$ cat config.mk
export PLATFORM = sky130hd
export DESIGN_NAME = icache
export DESIGN_NICKNAME = d
export VERILOG_FILES = /design/src/source/icache_pkg.sv /design/src/source/icache.sv
export SDC_FILE = /design/constraint.sdc
export NUM_CORES = 2
export LEC_CHECK = 0
export BUFFER_PORTS_ARGS = -buffer_cell sky130_fd_sc_hd__buf_2
export CAP_MARGIN = 20
export CORE_UTILIZATION = 35
export DETAILED_ROUTE_END_ITERATION = 10
export GPL_ROUTABILITY_DRIVEN = 0
export PLACE_DENSITY = 0.59
export SKIP_CTS_REPAIR_TIMING = 1
export SLEW_MARGIN = 20
export SYNTH_ARGS = -nofsm -noshare
export SYNTH_HDL_FRONTEND = slang
export SYNTH_SLANG_ARGS = --single-unit
export TNS_END_PERCENT = 30
$ cat constraint.sdc
create_clock -name clock -period 14.6 [get_ports clock]
set_input_delay 0.73 -clock clock [delete_from_list [all_inputs] [get_ports clock]]
set_output_delay 0.73 -clock clock [all_outputs]
set_load 0.01 [all_outputs]
$ cat src/source/icache_pkg.sv
package icache_pkg;

    parameter int XLEN         = 32;                             // address and instruction width
    parameter int ICACHE_LINES = 32;                             // direct-mapped lines
    parameter int OFFSET_BITS  = 3;                              // 8-byte blocks
    parameter int INDEX_BITS   = $clog2(ICACHE_LINES);           // 5 bits of line index
    parameter int TAG_BITS     = XLEN - INDEX_BITS - OFFSET_BITS; // 24 bits left for the tag
    parameter int MEM_TAG_BITS = 4;                              // transaction tag width

    // one 64-bit block, seen at several granularities
    typedef union packed {
        logic [63:0]      double;
        logic [1:0][31:0] words;                                 // word 1 is the upper half
        logic [3:0][15:0] halves;
        logic [7:0][7:0]  bytes;
    } cache_block_t;

    // address split for the direct-mapped cache
    typedef struct packed {
        logic [TAG_BITS-1:0]    tag;
        logic [INDEX_BITS-1:0]  index;
        logic [OFFSET_BITS-1:0] offset;                          // bit 2 picks the word
    } icache_addr_t;

    typedef logic [MEM_TAG_BITS-1:0] mem_tag_t;                  // zero means no transaction

    typedef enum logic [1:0] {
        MEM_NONE  = 2'd0,
        MEM_LOAD  = 2'd1,
        MEM_STORE = 2'd2                                         // reserved, no data cache
    } mem_command_t;

    // cache to memory
    typedef struct packed {
        mem_command_t    command;
        logic [XLEN-1:0] addr;                                   // block aligned
    } mem_req_t;

    // memory to cache
    typedef struct packed {
        mem_tag_t     response_tag;                              // tag issued this cycle
        mem_tag_t     data_tag;                                  // tag of returning block
        cache_block_t data;
    } mem_rsp_t;

    // fetch stage to top-level outputs
    typedef struct packed {
        logic [XLEN-1:0] pc;
        logic [XLEN-1:0] instruction;
        logic            valid;
    } fetch_packet_t;

endpackage
$ cat src/source/icache.sv
`timescale 1ns/1ps

module icache
    import icache_pkg::*;
(
    input  logic            clock,
    input  logic            reset,
    input  icache_addr_t    fetch_addr,   // pc from the fetch stage
    input  mem_rsp_t        mem_rsp,
    output logic [XLEN-1:0] instruction,
    output logic            hit,
    output mem_req_t        mem_req
);

    // line storage, valid bits are the only part under reset
    logic [ICACHE_LINES-1:0] line_valid;
    logic [TAG_BITS-1:0]     line_tag  [ICACHE_LINES];
    cache_block_t            line_data [ICACHE_LINES];

    // block address seen last cycle
    logic [TAG_BITS-1:0]     last_tag;
    logic [INDEX_BITS-1:0]   last_index;
    logic                    last_seen;      // low right after reset

    logic                    miss_outstanding; // load goes out next cycle
    mem_tag_t                pending_tag;      // tag of our in-flight load, 0 if none

    logic                    addr_changed;
    logic                    miss_next;
    logic                    fill_enable;
    logic                    issue_load;
    cache_block_t            sel_block;

    // combinational lookup
    assign sel_block   = line_data[fetch_addr.index];
    assign instruction = sel_block.words[fetch_addr.offset[2]];   // word select by addr bit 2
    assign hit         = line_valid[fetch_addr.index] &&
                         (line_tag[fetch_addr.index] == fetch_addr.tag);

    // a new block address restarts miss handling
    assign addr_changed = !last_seen ||
                          (fetch_addr.tag != last_tag) ||
                          (fetch_addr.index != last_index);

    // new address: miss if not present; else keep waiting until a tag comes back
    assign miss_next = addr_changed ? !hit
                                    : (miss_outstanding && (mem_rsp.response_tag == '0));

    assign issue_load = miss_outstanding && !addr_changed;      // address held for a full cycle

    // only our own tag fills; a changing address has already given it up
    assign fill_enable = (pending_tag != '0) &&
                         (mem_rsp.data_tag == pending_tag) &&
                         !addr_changed;

    assign mem_req.command = issue_load ? MEM_LOAD : MEM_NONE;
    assign mem_req.addr    = {fetch_addr.tag, fetch_addr.index, {OFFSET_BITS{1'b0}}};

    // control state
    always_ff @(posedge clock) begin
        if (reset) begin
            line_valid       <= '0;               // all lines invalid
            last_tag         <= '0;
            last_index       <= '0;
            last_seen        <= 1'b0;             // forces a lookup on the first cycle
            miss_outstanding <= 1'b0;
            pending_tag      <= '0;
        end else begin
            last_tag         <= fetch_addr.tag;
            last_index       <= fetch_addr.index;
            last_seen        <= 1'b1;
            miss_outstanding <= miss_next;

            if (addr_changed) begin
                pending_tag <= '0;                                // stale response is dropped
            end else if (issue_load) begin
                pending_tag <= mem_rsp.response_tag;              // capture issued tag
            end else if (fill_enable) begin
                pending_tag <= '0;                                // miss done
            end

            if (fill_enable) begin
                line_valid[fetch_addr.index] <= 1'b1;
            end
        end
    end

    // line payload
    always_ff @(posedge clock) begin
        if (fill_enable) begin
            line_tag[fetch_addr.index]  <= fetch_addr.tag;
            line_data[fetch_addr.index] <= mem_rsp.data;
        end
    end

endmodule

# Word level (Yosys, flattened, before mapping)
# Memories as Yosys holds them, arrays and structs flattened.
# Cells that the tools add are included.
[totals]
mem_bits_rw = 2816
mem_count = 2
wordCells = 44
regBits = 67
[memory_table]
columns = ["memory", "depth", "word_bits", "read_ports", "rd_ports_with_merged_regs", "write_ports", "line_no", "source"]
rows = [
  ["line_data", 32, 64, 1, 0, 1, "icache.sv:18", "cache_block_t line_data [ICACHE_LINES];"],
  ["line_tag", 32, 24, 1, 0, 1, "icache.sv:17", "logic [TAG_BITS-1:0] line_tag [ICACHE_LINES];"],
]
[classes]
reduce_logical = 15
n_eq_ne = 4
muxes = 13
magnitude_cmp = 3
bitwise_logic = 1
[op_table]
columns = ["operator", "count"]
rows = [
  ["$mux 32", 2],
  ["$or 32x32->32", 1],
  ["$eq 24x24->1", 1],
  ["$ne 24x24->1", 1],
  ["$mux 4", 2],
  ["$mux 1", 7],
  ["$logic_and 1x1->1", 6],
  ["$lt 5x6->1 const B", 1],
  ["$bmux 1 s5", 1],
  ["$demux 1 s5", 1],
  ["$ge 5x1->1 const B", 1],
  ["$ne 5x5->1", 1],
  ["$eq 4x4->1", 1],
  ["$logic_not 4->1", 1],
  ["$reduce_bool 4->1", 1],
  ["$logic_not 1->1", 3],
  ["$logic_or 1x1->1", 2],
  ["$lt 1x2->1 const B", 1],
  ["$reduce_bool 2->1", 1],
  ["$reduce_or 2->1", 1],
]

# Logic depth before layout (Yosys ltp)
[depth]
word_depth = 7
ltp_mapped = 14
mapped_depth_nobuf = 8

# Worst setup path after synthesis
# Ideal clock, no wire load.
[synth_timing]
path_type = "input to register"
from = "input fetch_addr[4] (netlist bit)"
to = "memory line_data[10][0] (netlist bit) (enable)"
t_required_ns = 14.063
path_slack_ns = 7.750
setup_time_ns = 0.537
arrival_ns = 6.314
path_stages = 8
cell_sequence = "buf_2 xor2_1 or4_1 or4_1 nor4_2 and2b_1 nand2_2 nor2_1"
[synth_via]
elab_chain_cells = 6
[synth_rtl]
columns = ["item", "line_no", "source"]
rows = [
  ["from (decl)", "icache.sv:8", "input icache_addr_t fetch_addr,"],
  ["$ne 5x5->1", "icache.sv:43", "(fetch_addr.index != last_index);"],
  ["$logic_or 1x1->1", "icache.sv:42", "(fetch_addr.tag != last_tag) ||"],
  ["$logic_not 1->1", "icache.sv:54", "!addr_changed;"],
  ["$logic_and 1x1->1", "icache.sv:53", "(mem_rsp.data_tag == pending_tag) &&"],
  ["$mux 1", "icache.sv:90", "if (fill_enable) begin"],
  ["$mux 1 (not written as such)", "icache.sv:92", "line_data[fetch_addr.index] <= mem_rsp.data;"],
  ["to (decl)", "icache.sv:18", ""],
]
# Several ways; a longest one is shown, not always the timed one.

# Worst setup path after layout
[layout_timing]
from = "input fetch_addr[3] (netlist bit)"
to = "output instruction[4]"
[layout_via]
elab_chain_cells = 3
[layout_rtl]
columns = ["item", "line_no", "source"]
rows = [
  ["$mem_v2 32x64", "-", ""],
  ["$mux 32 (not written as such) (2 in a row)", "icache.sv:36", "assign instruction = sel_block.words[fetch_addr.offset[2]];"],
  ["to (decl)", "icache.sv:10", "output logic [XLEN-1:0] instruction,"],
]
# Every way passes these cells. The select of a mux whose other input is x is not followed.

==> results.toml <==
[die]
start_util = 0.352
dieArea_sq_um = 317000
die-width_microns = 563
io_pins = 173
floorplan.die.height_microns = 563
core_region_area_sq_um = 312000
rows = 205

[yosys]
post-synth-top-area-fraction = 0.769
yosysTopAreaCell = "sky130_fd_sc_hd__edfxtp_1"
synth_sequential_area_ratio = 0.781
cell_area_after_technology_mapping_sq_um = 110000
postSynthAreaPerCell_sq_um = 21.5
ys_async_sr_fraction = 0
yosysUniqueCellTypes = 59
ys_ff_latch = 2883
ys.warnings.count = 0
synth-edff-count = 2816
post_synth_inst_count = 5115
ys_top_cells_by_area = "sky130_fd_sc_hd__edfxtp_1 77%, sky130_fd_sc_hd__mux4_2 11%, sky130_fd_sc_hd__mux2i_1 3.4%, sky130_fd_sc_hd__dfxtp_1 1.2%, sky130_fd_sc_hd__o22ai_1 1.0%"
synth_flop_cell = "sky130_fd_sc_hd__edfxtp_1"

[power_and_ir_drop]
max-vdd-ir-drop_mv = 0.0916
p_leak_nw = 39.5
powerDensity_nw_per_um2 = 136

[placed_design]
post_dp_cell_area_sq_um = 116000
place.port_buffers = 166
detailed_place_hpwl_microns = 151000
post-place-ws_ns = 6.21

[worst_setup_path]
max_stage_delay_ns = 0.92
worst-setup-path-type = "input pin to output pin"
path_cells = "buf_8 -> buf_12 -> buf_4 -> buf_4 -> buf_4 -> buf_4 -> mux4_2 -> mux2i_1 -> nor2_1 -> a21oi_1 -> nor2_1 -> nor2_1 -> nor2_1 -> buf_2"
cp_data_arrival_time_ns = 7.41
worst_setup_path_end_kind = "output pin"
cell_with_the_largest_stage_delay_on_the_worst_path = "sky130_fd_sc_hd__buf_4"
crit_path_max_fanout = 98
crit_required_ns = 13.87
start_kind = "input pin"

[timing]
final_min_period_over_clock_period = 0.557
hold_viol = 0
final_worst_setup_slack_ns = 6.46
worst_clock_skew_ns = 0.0583
period_minus_slack_ns = 8.14
rsz0062_at_grt = "false"
setup_tns_ns = 0
drv_slew = 0
max_clk_rate_mhz = 123
worstMarginPinSlew_ns = 1.15
finalSetupViolCount = 0
whs_ns = 0.154
worst_slew_margin_rel = 0.232

[detailed_routing]
post-route-drc-count = 0
routed-via-count = 54721
drt_iter0_drc = 6655
detail_route.wirelength_microns = 303000
route.detailed.wl_per_inst_microns = 30.9
antenna_left = 0
drtPass1Iterations = 5
routed_via_density = 5.59

[global_routing]
grt_first_pass_wirelength_microns = 423000
maximum_number_of_pins_on_one_net_before_global_route_repair = 136
total_routing_usage_reported_by_global_routing = 0.189
vias_in_the_first_global_route = 55183
initial_antenna_violation_count = 37
grt_overflow_total = 0

[job]
drv_cap = 0

[final_layout]
fillers = 27393
seqCellArea_sq_um = 85900
num-nets-final = 5533
layout_commonest_cell = "sky130_fd_sc_hd__edfxtp_1"
multiInputGateArea_sq_um = 22800
drive_above_1_share = 0.241
syn2layout_area_growth_pct = 13.7
final_core_utilization = 0.401
finalInstanceArea_sq_um = 125000
layout_common_cells = "2,816 x sky130_fd_sc_hd__edfxtp_1, 544 x sky130_fd_sc_hd__mux4_2, 372 x sky130_fd_sc_hd__mux2i_1"

[clocking]
clock_latency_ns = 0.89
clkSlewWorstSetupHoldPaths_ns = 0.06
clk_path_buf_depth = 4
tritoncts.num_buffers = 296
clock-root-buffer = "sky130_fd_sc_hd__clkbuf_16"
clock_tree_from_tritoncts = "built"
numClockSinks = 2883
htreeDepth = 5

[hold_path]
timing.hold.worst.class = "input pin to register"

[outcome]
run_status = "finished, final reports clean"
-- cell usage after synthesis (all sizes together), types with 3 or more instances --
cell type	n
mux2	45
nor3	7
or4	6
edfxtp	2816
a211oi	5
a221oi	8
nor4b	3
nand4bb	4
nand2	32
nand4b	6
clkbuf	91
a21oi	106
o211ai	15
nor2	123
mux4	544
nor4	64
xnor2	13
nor2b	34
and3	17
and2	4
and3b	3
nand4	9
nand3	36
mux2i	372
o22ai	176
xor2	27
o22a	12
o21ai	8
o21a	32
a22o	18
nand2b	8
dfxtp	67
a22oi	146
or4b	6
nor3b	3
buf	223
a41oi	5
-- cell type report --
class / instances / area share
diodes: 11 / 0.000220
well taps: 4140 / 0.0414
multi-input cells: 1918 / 0.182
inverters: 3 / 0.0000900
clock buffers: 370 / 0.0623
repair buffers: 325 / 0.0176
clock inverters: 146 / 0.00957
flip-flops and latches: 2883 / 0.687
-- worst max-delay path: cells and delay by family --
kind                   cells  cell delay, ns
AOI/OAI and AO/OA          1            0.14
and+or+nand+nor            4            0.66
buffers and inverters      7            4.66
muxes                      2            0.78
-- metrics by stage --
stage / power, mW / cells
6_report: 17.0 / 9796
5_1_grt: 17.4 / 9787
4_1_cts: 17.1 / 9784
3_3_place_gp: 9.99 / 9266
2_1_floorplan: 9.68 / 5118
3_5_place_dp: 10.0 / 9268
-- layer usage --
metal / global-route usage / routed length (microns)
met5: 0 / 105
met4: 0.0444 / 6720
met3: 0.0312 / 23100
met2: 0.311 / 147000
met1: 0.261 / 126000
-- path summary, 6_finish.rpt --
| path | endpoint | slack, ns | start | cells after the start |
|---|---|---|---|---|
| max reg2reg | line_data[23][21] | 8.52 | last_tag[12] | 8 |
| min | pending_tag[1] | 0.15 | mem_rsp[69] | 3 |
| max | instruction[4] | 6.46 | fetch_addr[3] | 14 |
| min reg2reg | line_valid[5] | 0.46 | line_valid[5] | 1 |
-- cell families after synthesis --
| logic type | synth area share |
|---|---|
| buffers and inverters | 0.0148 |
| XOR/XNOR | 0.00318 |
| AND/OR/NAND/NOR | 0.0187 |
| other | 0.0000341 |
| flip-flops | 0.781 |
| AO/OA/AOI/OAI | 0.0326 |
| multiplexers | 0.150 |
-- state kept, by name (all words and copies together) (netlist names) --
name and flops:
line_data 2048, line_tag 768, line_valid 32, last_tag 24, last_index 5, pending_tag 4, last_seen 1, miss_outstanding 1
-- power by group --
group          switching, mW  total [mW]  internal, mW
logic                  0.475       0.741         0.266
clock network           3.12        7.19          4.07
registers            0.00218        9.08          9.08
No activity file was read; power rests on OpenSTA's default activity.
