File: src/source/icache_pkg.sv
package icache_pkg;

    parameter int XLEN         = 32;                             // address and instruction width
    parameter int ICACHE_LINES = 32;                             // direct-mapped lines
    parameter int OFFSET_BITS  = 3;                              // 8-byte blocks
    parameter int INDEX_BITS   = $clog2(ICACHE_LINES);           // 5 bits of line index
    parameter int TAG_BITS     = XLEN - INDEX_BITS - OFFSET_BITS; // 24 bits left for the tag
    parameter int MEM_TAG_BITS = 4;                              // transaction tag width

    // one 64-bit block, seen at several granularities
    typedef union packed {
        logic [63:0]      double;
        logic [1:0][31:0] words;                                 // word 1 is the upper half
        logic [3:0][15:0] halves;
        logic [7:0][7:0]  bytes;
    } cache_block_t;

    // address split for the direct-mapped cache
    typedef struct packed {
        logic [TAG_BITS-1:0]    tag;
        logic [INDEX_BITS-1:0]  index;
        logic [OFFSET_BITS-1:0] offset;                          // bit 2 picks the word
    } icache_addr_t;

    typedef logic [MEM_TAG_BITS-1:0] mem_tag_t;                  // zero means no transaction

    typedef enum logic [1:0] {
        MEM_NONE  = 2'd0,
        MEM_LOAD  = 2'd1,
        MEM_STORE = 2'd2                                         // reserved, no data cache
    } mem_command_t;

    // cache to memory
    typedef struct packed {
        mem_command_t    command;
        logic [XLEN-1:0] addr;                                   // block aligned
    } mem_req_t;

    // memory to cache
    typedef struct packed {
        mem_tag_t     response_tag;                              // tag issued this cycle
        mem_tag_t     data_tag;                                  // tag of returning block
        cache_block_t data;
    } mem_rsp_t;

    // fetch stage to top-level outputs
    typedef struct packed {
        logic [XLEN-1:0] pc;
        logic [XLEN-1:0] instruction;
        logic            valid;
    } fetch_packet_t;

endpackage
File: src/source/fetch_stage.sv
`timescale 1ns/1ps

module fetch_stage
    import icache_pkg::*;
#(
    parameter logic [XLEN-1:0] RESET_PC = '0    // first fetch address
) (
    input  logic            clock,
    input  logic            reset,
    input  logic            redirect_valid,  // from outside, no prediction here
    input  logic [XLEN-1:0] redirect_pc,
    input  logic [XLEN-1:0] instruction,     // from the cache
    input  logic            hit,
    output icache_addr_t    fetch_addr,
    output fetch_packet_t   fetch_packet
);

    logic [XLEN-1:0] pc;
    logic [XLEN-1:0] pc_next;

    // redirect wins over the sequential step
    always_comb begin
        pc_next = pc;                                   // hold while missing
        if (redirect_valid) begin
            pc_next = redirect_pc;
        end else if (hit) begin
            pc_next = pc + XLEN'(4);                    // one instruction per hit
        end
    end

    always_ff @(posedge clock) begin
        if (reset) begin
            pc <= RESET_PC;
        end else begin
            pc <= pc_next;
        end
    end

    assign fetch_addr = icache_addr_t'(pc);             // pc is the lookup address

    // packet valid in the hit cycle
    assign fetch_packet.pc          = pc;
    assign fetch_packet.instruction = instruction;
    assign fetch_packet.valid       = hit;

endmodule

File: config.mk
export PLATFORM = sky130hd
export DESIGN_NAME = fetch_stage
export DESIGN_NICKNAME = d
export VERILOG_FILES = /design/src/source/icache_pkg.sv /design/src/source/fetch_stage.sv
export SDC_FILE = /design/constraint.sdc
export NUM_CORES = 1
export LEC_CHECK = 0
export ABC_AREA = 1
export BUFFER_PORTS_ARGS = -buffer_cell sky130_fd_sc_hd__buf_4
export CORE_ASPECT_RATIO = 0.6
export CORE_MARGIN = 4
export CORE_UTILIZATION = 47
export CTS_CLUSTER_SIZE = 16
export DETAILED_ROUTE_END_ITERATION = 7
export PLACE_DENSITY = 0.87
export SETUP_SLACK_MARGIN = 0.05
export SYNTH_ARGS = -nofsm -noshare
export SYNTH_HDL_FRONTEND = slang
export SYNTH_SLANG_ARGS = --single-unit
File: constraint.sdc
create_clock -name clock -period 2.2 [get_ports clock]
set_input_delay 0.11 -clock clock [delete_from_list [all_inputs] [get_ports clock]]
set_output_delay 0.11 -clock clock [all_outputs]
set_load 0.1 [all_outputs]
# After elaboration in Yosys (flattened, before gate mapping)
# Cells that the tools add are included.
[word_totals]
reg_bits = 32
inputBits = 68
output_inout_bits = 97
elab_cells = 5
[classes]
addsub = 1
n_mux = 2
n_reduce_logical = 1
[op_table]
columns = ["op", "count"]
rows = [
  ["$mux 32", 2],
  ["$add 32x3->32 const B", 1],
  ["$reduce_bool 2->1", 1],
]

# Depth between registers and ports, before layout
# Gate-level depths: netlist of the first run.
[depth]
ltp_word = 3
depth_mapped = 9
depth_no_buf = 9

# Worst setup path before layout of the first run
# No wires, ideal clock.
[synth_timing]
path_kind = "register to register"
from = "register pc[3] (netlist: fetch_addr[3])"
to = "register pc[24] (netlist: fetch_addr[24])"
setup_ps = 132
arrival_ps = 2087
path_slack_ps = -20
path_stages_with_launch = 9
path_buffers = 0
period_less_slack_ps = 2220
path_cell_list = "dfxtp_1 ha_1 nand2_2 nor2_4 nand2_2 nor2_2 nand3_1 nand3_1 a21oi_1"
[synth_via]
elab_chain_cells = 3
[synth_lines]
columns = ["element", "line", "rtl"]
rows = [
  ["from (decl)", "fetch_stage.sv:18", "logic [XLEN-1:0] pc;"],
  ["from (signal assigned)", "fetch_stage.sv:35", "pc <= pc_next;"],
  ["$add 32x3->32", "fetch_stage.sv:27", "pc_next = pc + XLEN'(4);"],
  ["$mux 32", "fetch_stage.sv:26", "end else if (hit) begin"],
  ["$mux 32", "fetch_stage.sv:24", "if (redirect_valid) begin"],
]
# Every way passes these cells. The select of a mux whose other input is x is not followed.
# A chain may end at the register's enable or synchronous reset.

# Final worst setup path of the first run
[layout_timing]
from = "register pc[11] (netlist: fetch_addr[11])"
to = "register pc[23] (netlist: fetch_addr[23])"
# Same word-level chain as after synthesis.

==> flow_metrics.py, run 1 <==
metrics = {
    "sta": {
        "report.final.slew_viol_count": 0,
        "tightest_slew_ns": 0.4259,
        "fin_crit_ns": 1.579,
        "slew_headroom_pct": 71.58,
        "fin_skew_ns": 0.006143,
        "timing.hold.ws_ns": 0.06142,
        "setup_ws_ns": 0.6211,
        "finalCritPeriodShare_pct": 71.77,
        "clock.fmax_mhz": 633.4,
        "setup_violations": 0,
        "hold_violations": 0,
        "setup_tns_ns": 0,
        "rsz0062_at_grt": "no",
    },
    "placement": {
        "dp_hpwl_um": 5707,
        "portBuffers": 100,
        "place_inst": 489,
        "dp_slack_ns": 0.4893,
        "gp_congestion": 0.9951,
    },
    "floorplan": {
        "start_util_pct": 49.86,
        "dieArea_um2": 6813,
        "rows": 20,
        "coreArea_um2": 5205,
        "die_height_um": 65.56,
        "io_pins": 165,
        "die_width_um": 103.9,
    },
    "finish": {
        "nets": 499,
        "antenna_cells": 0,
        "final_cells": 494,
        "final_cell_mix": "102 x buf_4, 96 x nand2_1, 35 x nor2_1, 35 x nand3_1, 30 x dfxtp_1",
        "syn_to_final_growth_pct": 15.57,
        "mostFrequentLayoutCell": "buf_4",
        "layout-drive-gt1-share_pct": 30.61,
        "largest_reg_flops": 32,
        "post-route-util_pct": 57.62,
    },
    "logic_synthesis": {
        "syn_nets": 465,
        "ys_types": 28,
        "synth_seq_area_share_pct": 24.69,
        "yosysWarningCount": 0,
        "syn_area_um2": 2595,
        "syn_inst": 396,
        "synth-seq-cells": 32,
        "synth_area_per_cell_um2": 6.553,
    },
    "run_status": {
        "status": "finished clean",
    },
    "worst_setup_path": {
        "crit_chain": "nand2_1, nor2_1, nand2_1, nor2_4, nand2_1, nand2_1, nand3_1, a21oi_1",
        "endpoint_kind": "flip-flop",
        "crit_path_max_incr_delay_ns": 0.50,
        "crit_path_frequent_cell": "nand2_1",
        "arrival_ns": 1.81,
        "crit_slowest_cell": "dfxtp_1",
        "startpoint_type": "flip-flop",
        "path_max_fanout": 7,
        "r2r_slack_ns": 0.62,
        "crit_required_ns": 2.43,
        "crit_type": "flip-flop to flip-flop",
    },
    "clock_tree": {
        "root_buffer": "clkbuf_8",
        "cts_sinks": 32,
        "cts_hold_buffers": 0,
        "cts-buffers-inserted": 5,
        "clock_latency_ns": 0.29,
        "cts_resized": 0,
        "clk_pin_slew_worst_paths_ns": 0.07,
        "cts_htree_levels": 2,
        "tritoncts": "yes",
        "clock_path_buffers": 2,
        "cts_setup_buffers": 0,
    },
    "pwr": {
        "powerDensity_nw_per_um2": 637.4,
        "vdd_drop_max_v": 0.0002802,
        "leakage_nw": 1.310,
    },
    "grt": {
        "first_global_vias": 2221,
        "grt_overflow": 0,
        "grt_pass1_wl_um": 11630,
        "antenna_found_initial": 0,
        "grt_use_total_pct": 21.52,
        "grt_max_degree": 32,
    },
    "worst_hold_path": {
        "hold_class": "input pin to flip-flop",
    },
    "detailed_routing": {
        "initialDrtViolationCount": 196,
        "drc": 0,
        "viasPerCell": 5.233,
        "antenna_left": 0,
        "wl_um": 7236,
        "drt-pass1-iter-count": 4,
        "vias": 2585,
        "wl_per_cell_um": 14.65,
    },
    "job": {
        "maxCapViolations": 0,
    },
}
## path summary, 6_finish.rpt
path	from	end	cells past startpoint
min	redirect_pc[0]	fetch_addr[0]	3
max reg2reg	fetch_addr[11]	fetch_addr[23]	8
max	fetch_addr[11]	fetch_addr[23]	8
min reg2reg	fetch_addr[0]	fetch_addr[0]	2
## through the flow
stage	power (mW)	area, µm²
floorplan	1.631	2597
global placement	1.502	2930
detailed placement	1.508	2930
CTS	1.926	2999
global route	1.993	2999
finish	1.912	2999
## logic make-up after synthesis
group | synth area share, %
fa+ha+maj | 0.4821
compound gates | 13.84
flops | 24.69
xor+xnor | 2.025
buf+inv | 24.83
simple gates | 34.14
## routing by layer
metal / up-vias / track usage (%) / part of all wire [%]
li1: 1283 / - / -
met5: - / 0 / 0
met4: 0 / 6.633 / 1.4
met1: 1151 / 31.67 / 49
met3: 10 / 6.673 / 10
met2: 141 / 29.37 / 39
## worst max-delay path, delay by kind of cell (launching register included)
kind             cells  cell delay [ns]
flip-flops           1             0.50
AND/OR/NAND/NOR      7             0.88
AO/OA/AOI/OAI        1             0.14
## synth_stat cells
cell	instances	share of area (%)
a21oi_1	23	4.4
a22oi_1	20	5.8
a31oi_1	5	1.2
and2_1	3	0.72
buf_1	1	0.14
buf_2	5	0.96
buf_4	65	19
clkbuf_1	5	0.72
dfxtp_1	32	25
ha_1	1	0.48
inv_1	28	4.1
inv_2	1	0.14
nand2_1	96	14
nand2_2	4	0.96
nand2_4	2	0.87
nand3_1	35	6.8
nand3b_1	1	0.29
nor2_1	35	5.1
nor2_2	5	1.2
nor2_4	8	3.5
nor3_1	1	0.19
o211ai_1	1	0.29
o21ai_0	8	1.5
o21bai_1	2	0.58
or2_1	2	0.48
or2_2	1	0.24
xnor2_1	1	0.34
xor2_1	5	1.7
## power breakdown
part | total, mW | internal, mW | switching [mW]
logic | 0.818 | 0.177 | 0.641
clock network | 0.415 | 0.204 | 0.212
registers | 0.678 | 0.616 | 0.0622
total | 1.91 | 0.997 | 0.915
## area by class of cell
cell class / count / area (µm²)
Tap cell: 66 / 82.58
Timing Repair Buffer: 103 / 785.8
Clock buffer: 5 / 68.82
Sequential cell: 32 / 643.1
Multi-Input combinational cell: 259 / 1310
Inverter: 29 / 108.9
Fill cell: 510 / 2206
(Power assumes the default switching activity.)
==> run 2, diff against run 1 <==
- ABC_AREA: 1 -> 0
- CORE_UTILIZATION: 47 -> 38
- PLACE_DENSITY: 0.87 -> 0.78
- clock period: 2.2 -> 1.3 ns (I/O delays scaled with it)
==> flow_metrics.py, run 2 <==
metrics = {
    "clock_tree": {
        "clk_pin_slew_worst_paths_ns": 0.07,
        "cts-buffers-inserted": 5,
        "clock_latency_ns": 0.29,
        "cts_sinks": 32,
        "clock_path_buffers": 2,
        "tritoncts": "yes",
        "cts_htree_levels": 2,
        "cts_hold_buffers": 0,
        "root_buffer": "clkbuf_8",
    },
    "job": {
        "maxCapViolations": 0,
    },
    "detailed_routing": {
        "wl_um": 9167,
        "initialDrtViolationCount": 219,
        "antenna_left": 0,
        "drt-pass1-iter-count": 5,
        "viasPerCell": 5.488,
        "drc": 0,
        "wl_per_cell_um": 17.77,
        "vias": 2832,
    },
    "finish": {
        "antenna_cells": 0,
        "largest_reg_flops": 32,
        "final.fill_count": 434,
        "mostFrequentLayoutCell": "buf_4",
        "layout-drive-gt1-share_pct": 66.67,
        "final_cell_mix": "183 x buf_4, 27 x nor2_1, 25 x dfxtp_4",
        "nets": 500,
        "syn_to_final_growth_pct": 72.62,
    },
    "sta": {
        "fin_skew_ns": 0.004422,
        "setup_ws_ns": -0.4709,
        "clock.fmax_mhz": 564.7,
        "tightest_slew_ns": 0.3783,
        "timing.hold.ws_ns": 0.007048,
        "finalCritPeriodShare_pct": 136.2,
        "hold_violations": 0,
        "slew_headroom_pct": 74.57,
        "fin_crit_ns": 1.771,
        "report.final.slew_viol_count": 0,
        "rsz0062_at_grt": "yes",
        "setup_violations": 24,
    },
    "logic_synthesis": {
        "yosysWarningCount": 0,
        "yosys-top-cells-area": "dfxtp_1 27%, buf_4 20%, nand4_1 4.5%",
        "syn_area_um2": 2381,
        "synth-edff-count": 0,
        "ys_types": 45,
        "synth_ff_type": "dfxtp_1",
        "synth_top_area_cell": "dfxtp_1",
        "async_flop_share_pct": 0,
        "synth_top_area_share_pct": 26.90,
        "synth_commonest_cells": "65 x buf_4, 32 x dfxtp_1, 27 x nor2_1",
        "syn_inst": 299,
        "syn_nets": 368,
        "synth_seq_area_share_pct": 26.90,
        "synth_area_per_cell_um2": 7.963,
        "synth-seq-cells": 32,
        "synth.most_common_cell": "buf_4",
    },
    "floorplan": {
        "dieArea_um2": 7638,
        "die_width_um": 110.2,
        "start_util_pct": 39.14,
        "rows": 22,
        "coreArea_um2": 6083,
        "io_pins": 165,
        "die_height_um": 69.32,
    },
    "pwr": {
        "leakage_nw": 1.928,
        "vdd_drop_max_v": 0.0004957,
        "power.total_mw": 3.899,
        "powerDensity_nw_per_um2": 948.5,
        "switching_share_pct": 46.24,
        "p_clk_share_pct": 25.0,
        "seqPwrFrac_pct": 28.4,
        "internal-power_mw": 2.096,
        "p_comb_share_pct": 46.6,
        "power.switching_mw": 1.803,
    },
    "worst_setup_path": {
        "r2r_slack_ns": -0.47,
        "crit_required_ns": 1.48,
        "path_max_fanout": 4,
        "crit_type": "flip-flop to flip-flop",
        "endpoint_kind": "flip-flop",
        "startpoint": "fetch_addr[22]",
        "rr_startpoint": "fetch_addr[22]",
        "startpoint_type": "flip-flop",
        "arrival_ns": 1.95,
    },
    "worst_hold_path": {
        "hold_class": "input pin to flip-flop",
        "hp-start": "redirect_pc[3]",
    },
    "grt": {
        "grt_pass1_wl_um": 13810,
        "grt_use_total_pct": 22.77,
        "grt_overflow": 0,
        "first_global_vias": 2795,
        "antenna_found_initial": 0,
        "grt_max_degree": 22,
    },
    "placement": {
        "dp_hpwl_um": 6256,
        "portBuffers": 100,
        "gp_congestion": 0.8881,
    },
    "run_status": {
        "violations": "negative setup slack",
        "status": "complete, but fails checks",
    },
}
==> run 2: cell count changes in the layout (fill, tap and decap cells not counted), moves of 17 or more <==
| cell | previous run | this run |
|---|---|---|
| buf_4 | 102 | 183 |
| nand2_1 | 96 | 19 |
| dfxtp_1 | 30 | 0 |
| nand3_1 | 35 | 5 |
| dfxtp_4 | 0 | 25 |
| inv_1 | 28 | 6 |
| buf_6 | 0 | 21 |
| a22oi_1 | 20 | 0 |
| nand4_1 | 0 | 17 |
==> run 2: power groups by stage <==
stage	combinational (mW)	sequential (mW)	clock [mW]
after floorplan	1.25	1.64	0
after global placement	1.72	1.12	0
after detailed placement	1.73	1.12	0
after CTS	1.78	1.10	0.986
after global routing	1.88	1.12	1.03
final	1.82	1.11	0.974
==> run 2: area by class of cell <==
cell class	count	area (µm²)	area share (%)
clock inverters	3	42.54	1.035
inverters	6	22.52	0.5479
multi-input cells	181	1498	36.44
flip-flops and latches	32	743.2	18.08
clock buffers	5	68.82	1.674
repair buffers	205	1630	39.67
well taps	84	105.1	2.557
==> run 2: kinds of logic after synthesis <==
| logic type | share of synthesized area, % |
|---|---|
| compound gates | 15.61 |
| xor+xnor | 3.311 |
| fa+ha+maj | 0.5254 |
| buf+inv | 24.01 |
| flops | 26.90 |
| mux | 1.261 |
| simple gates | 28.38 |
==> run 2: final timing paths <==
| check | to | depth (start not counted) |
|---|---|---|
| setup reg to reg | fetch_addr[28] | 4 |
| hold reg to reg | fetch_addr[1] | 2 |
| setup / recovery | fetch_addr[28] | 4 |
| hold / removal | fetch_addr[3] | 3 |
==> run 2: worst max-delay path: stages, from the launching register on <==
cell	delay, ns
dfxtp_4	0.36
nand4_1	0.19
or2_4	0.33
or4_1	0.52
a311oi_1	0.26
==> run 2: timing repair <==
item / in CTS / in global routing
gates cloned: 0 / 0
resized for setup: 49 / 31
hold endpoints to repair: 0 / 0
pin swaps: 27 / 26
setup buffers: 15 / 12
endpoints found under the setup margin: 27 / 30
==> run 2: stage by stage <==
step	instance area [µm²]	utilization, %	setup TNS [ns]	cells	worst slack, ns
2_1_floorplan	2521	-	-10.51	299	-0.7797
3_3_place_gp	3466	56.97	-5.432	489	-0.4224
3_5_place_dp	3466	56.97	-6.234	489	-0.5787
4_1_cts	3936	64.71	-5.919	512	-0.4409
5_1_grt	4110	67.56	-8.198	516	-0.4738
6_report	4110	67.56	-6.587	516	-0.4709
==> run 2: metal layers <==
metal	part of all wire (%)	GRT usage, %	routed length [µm]
met2	47	35.55	4263
met3	9.6	6.605	876
met5	0	0	0
met1	43	30.83	3971
met4	0.60	5.464	55
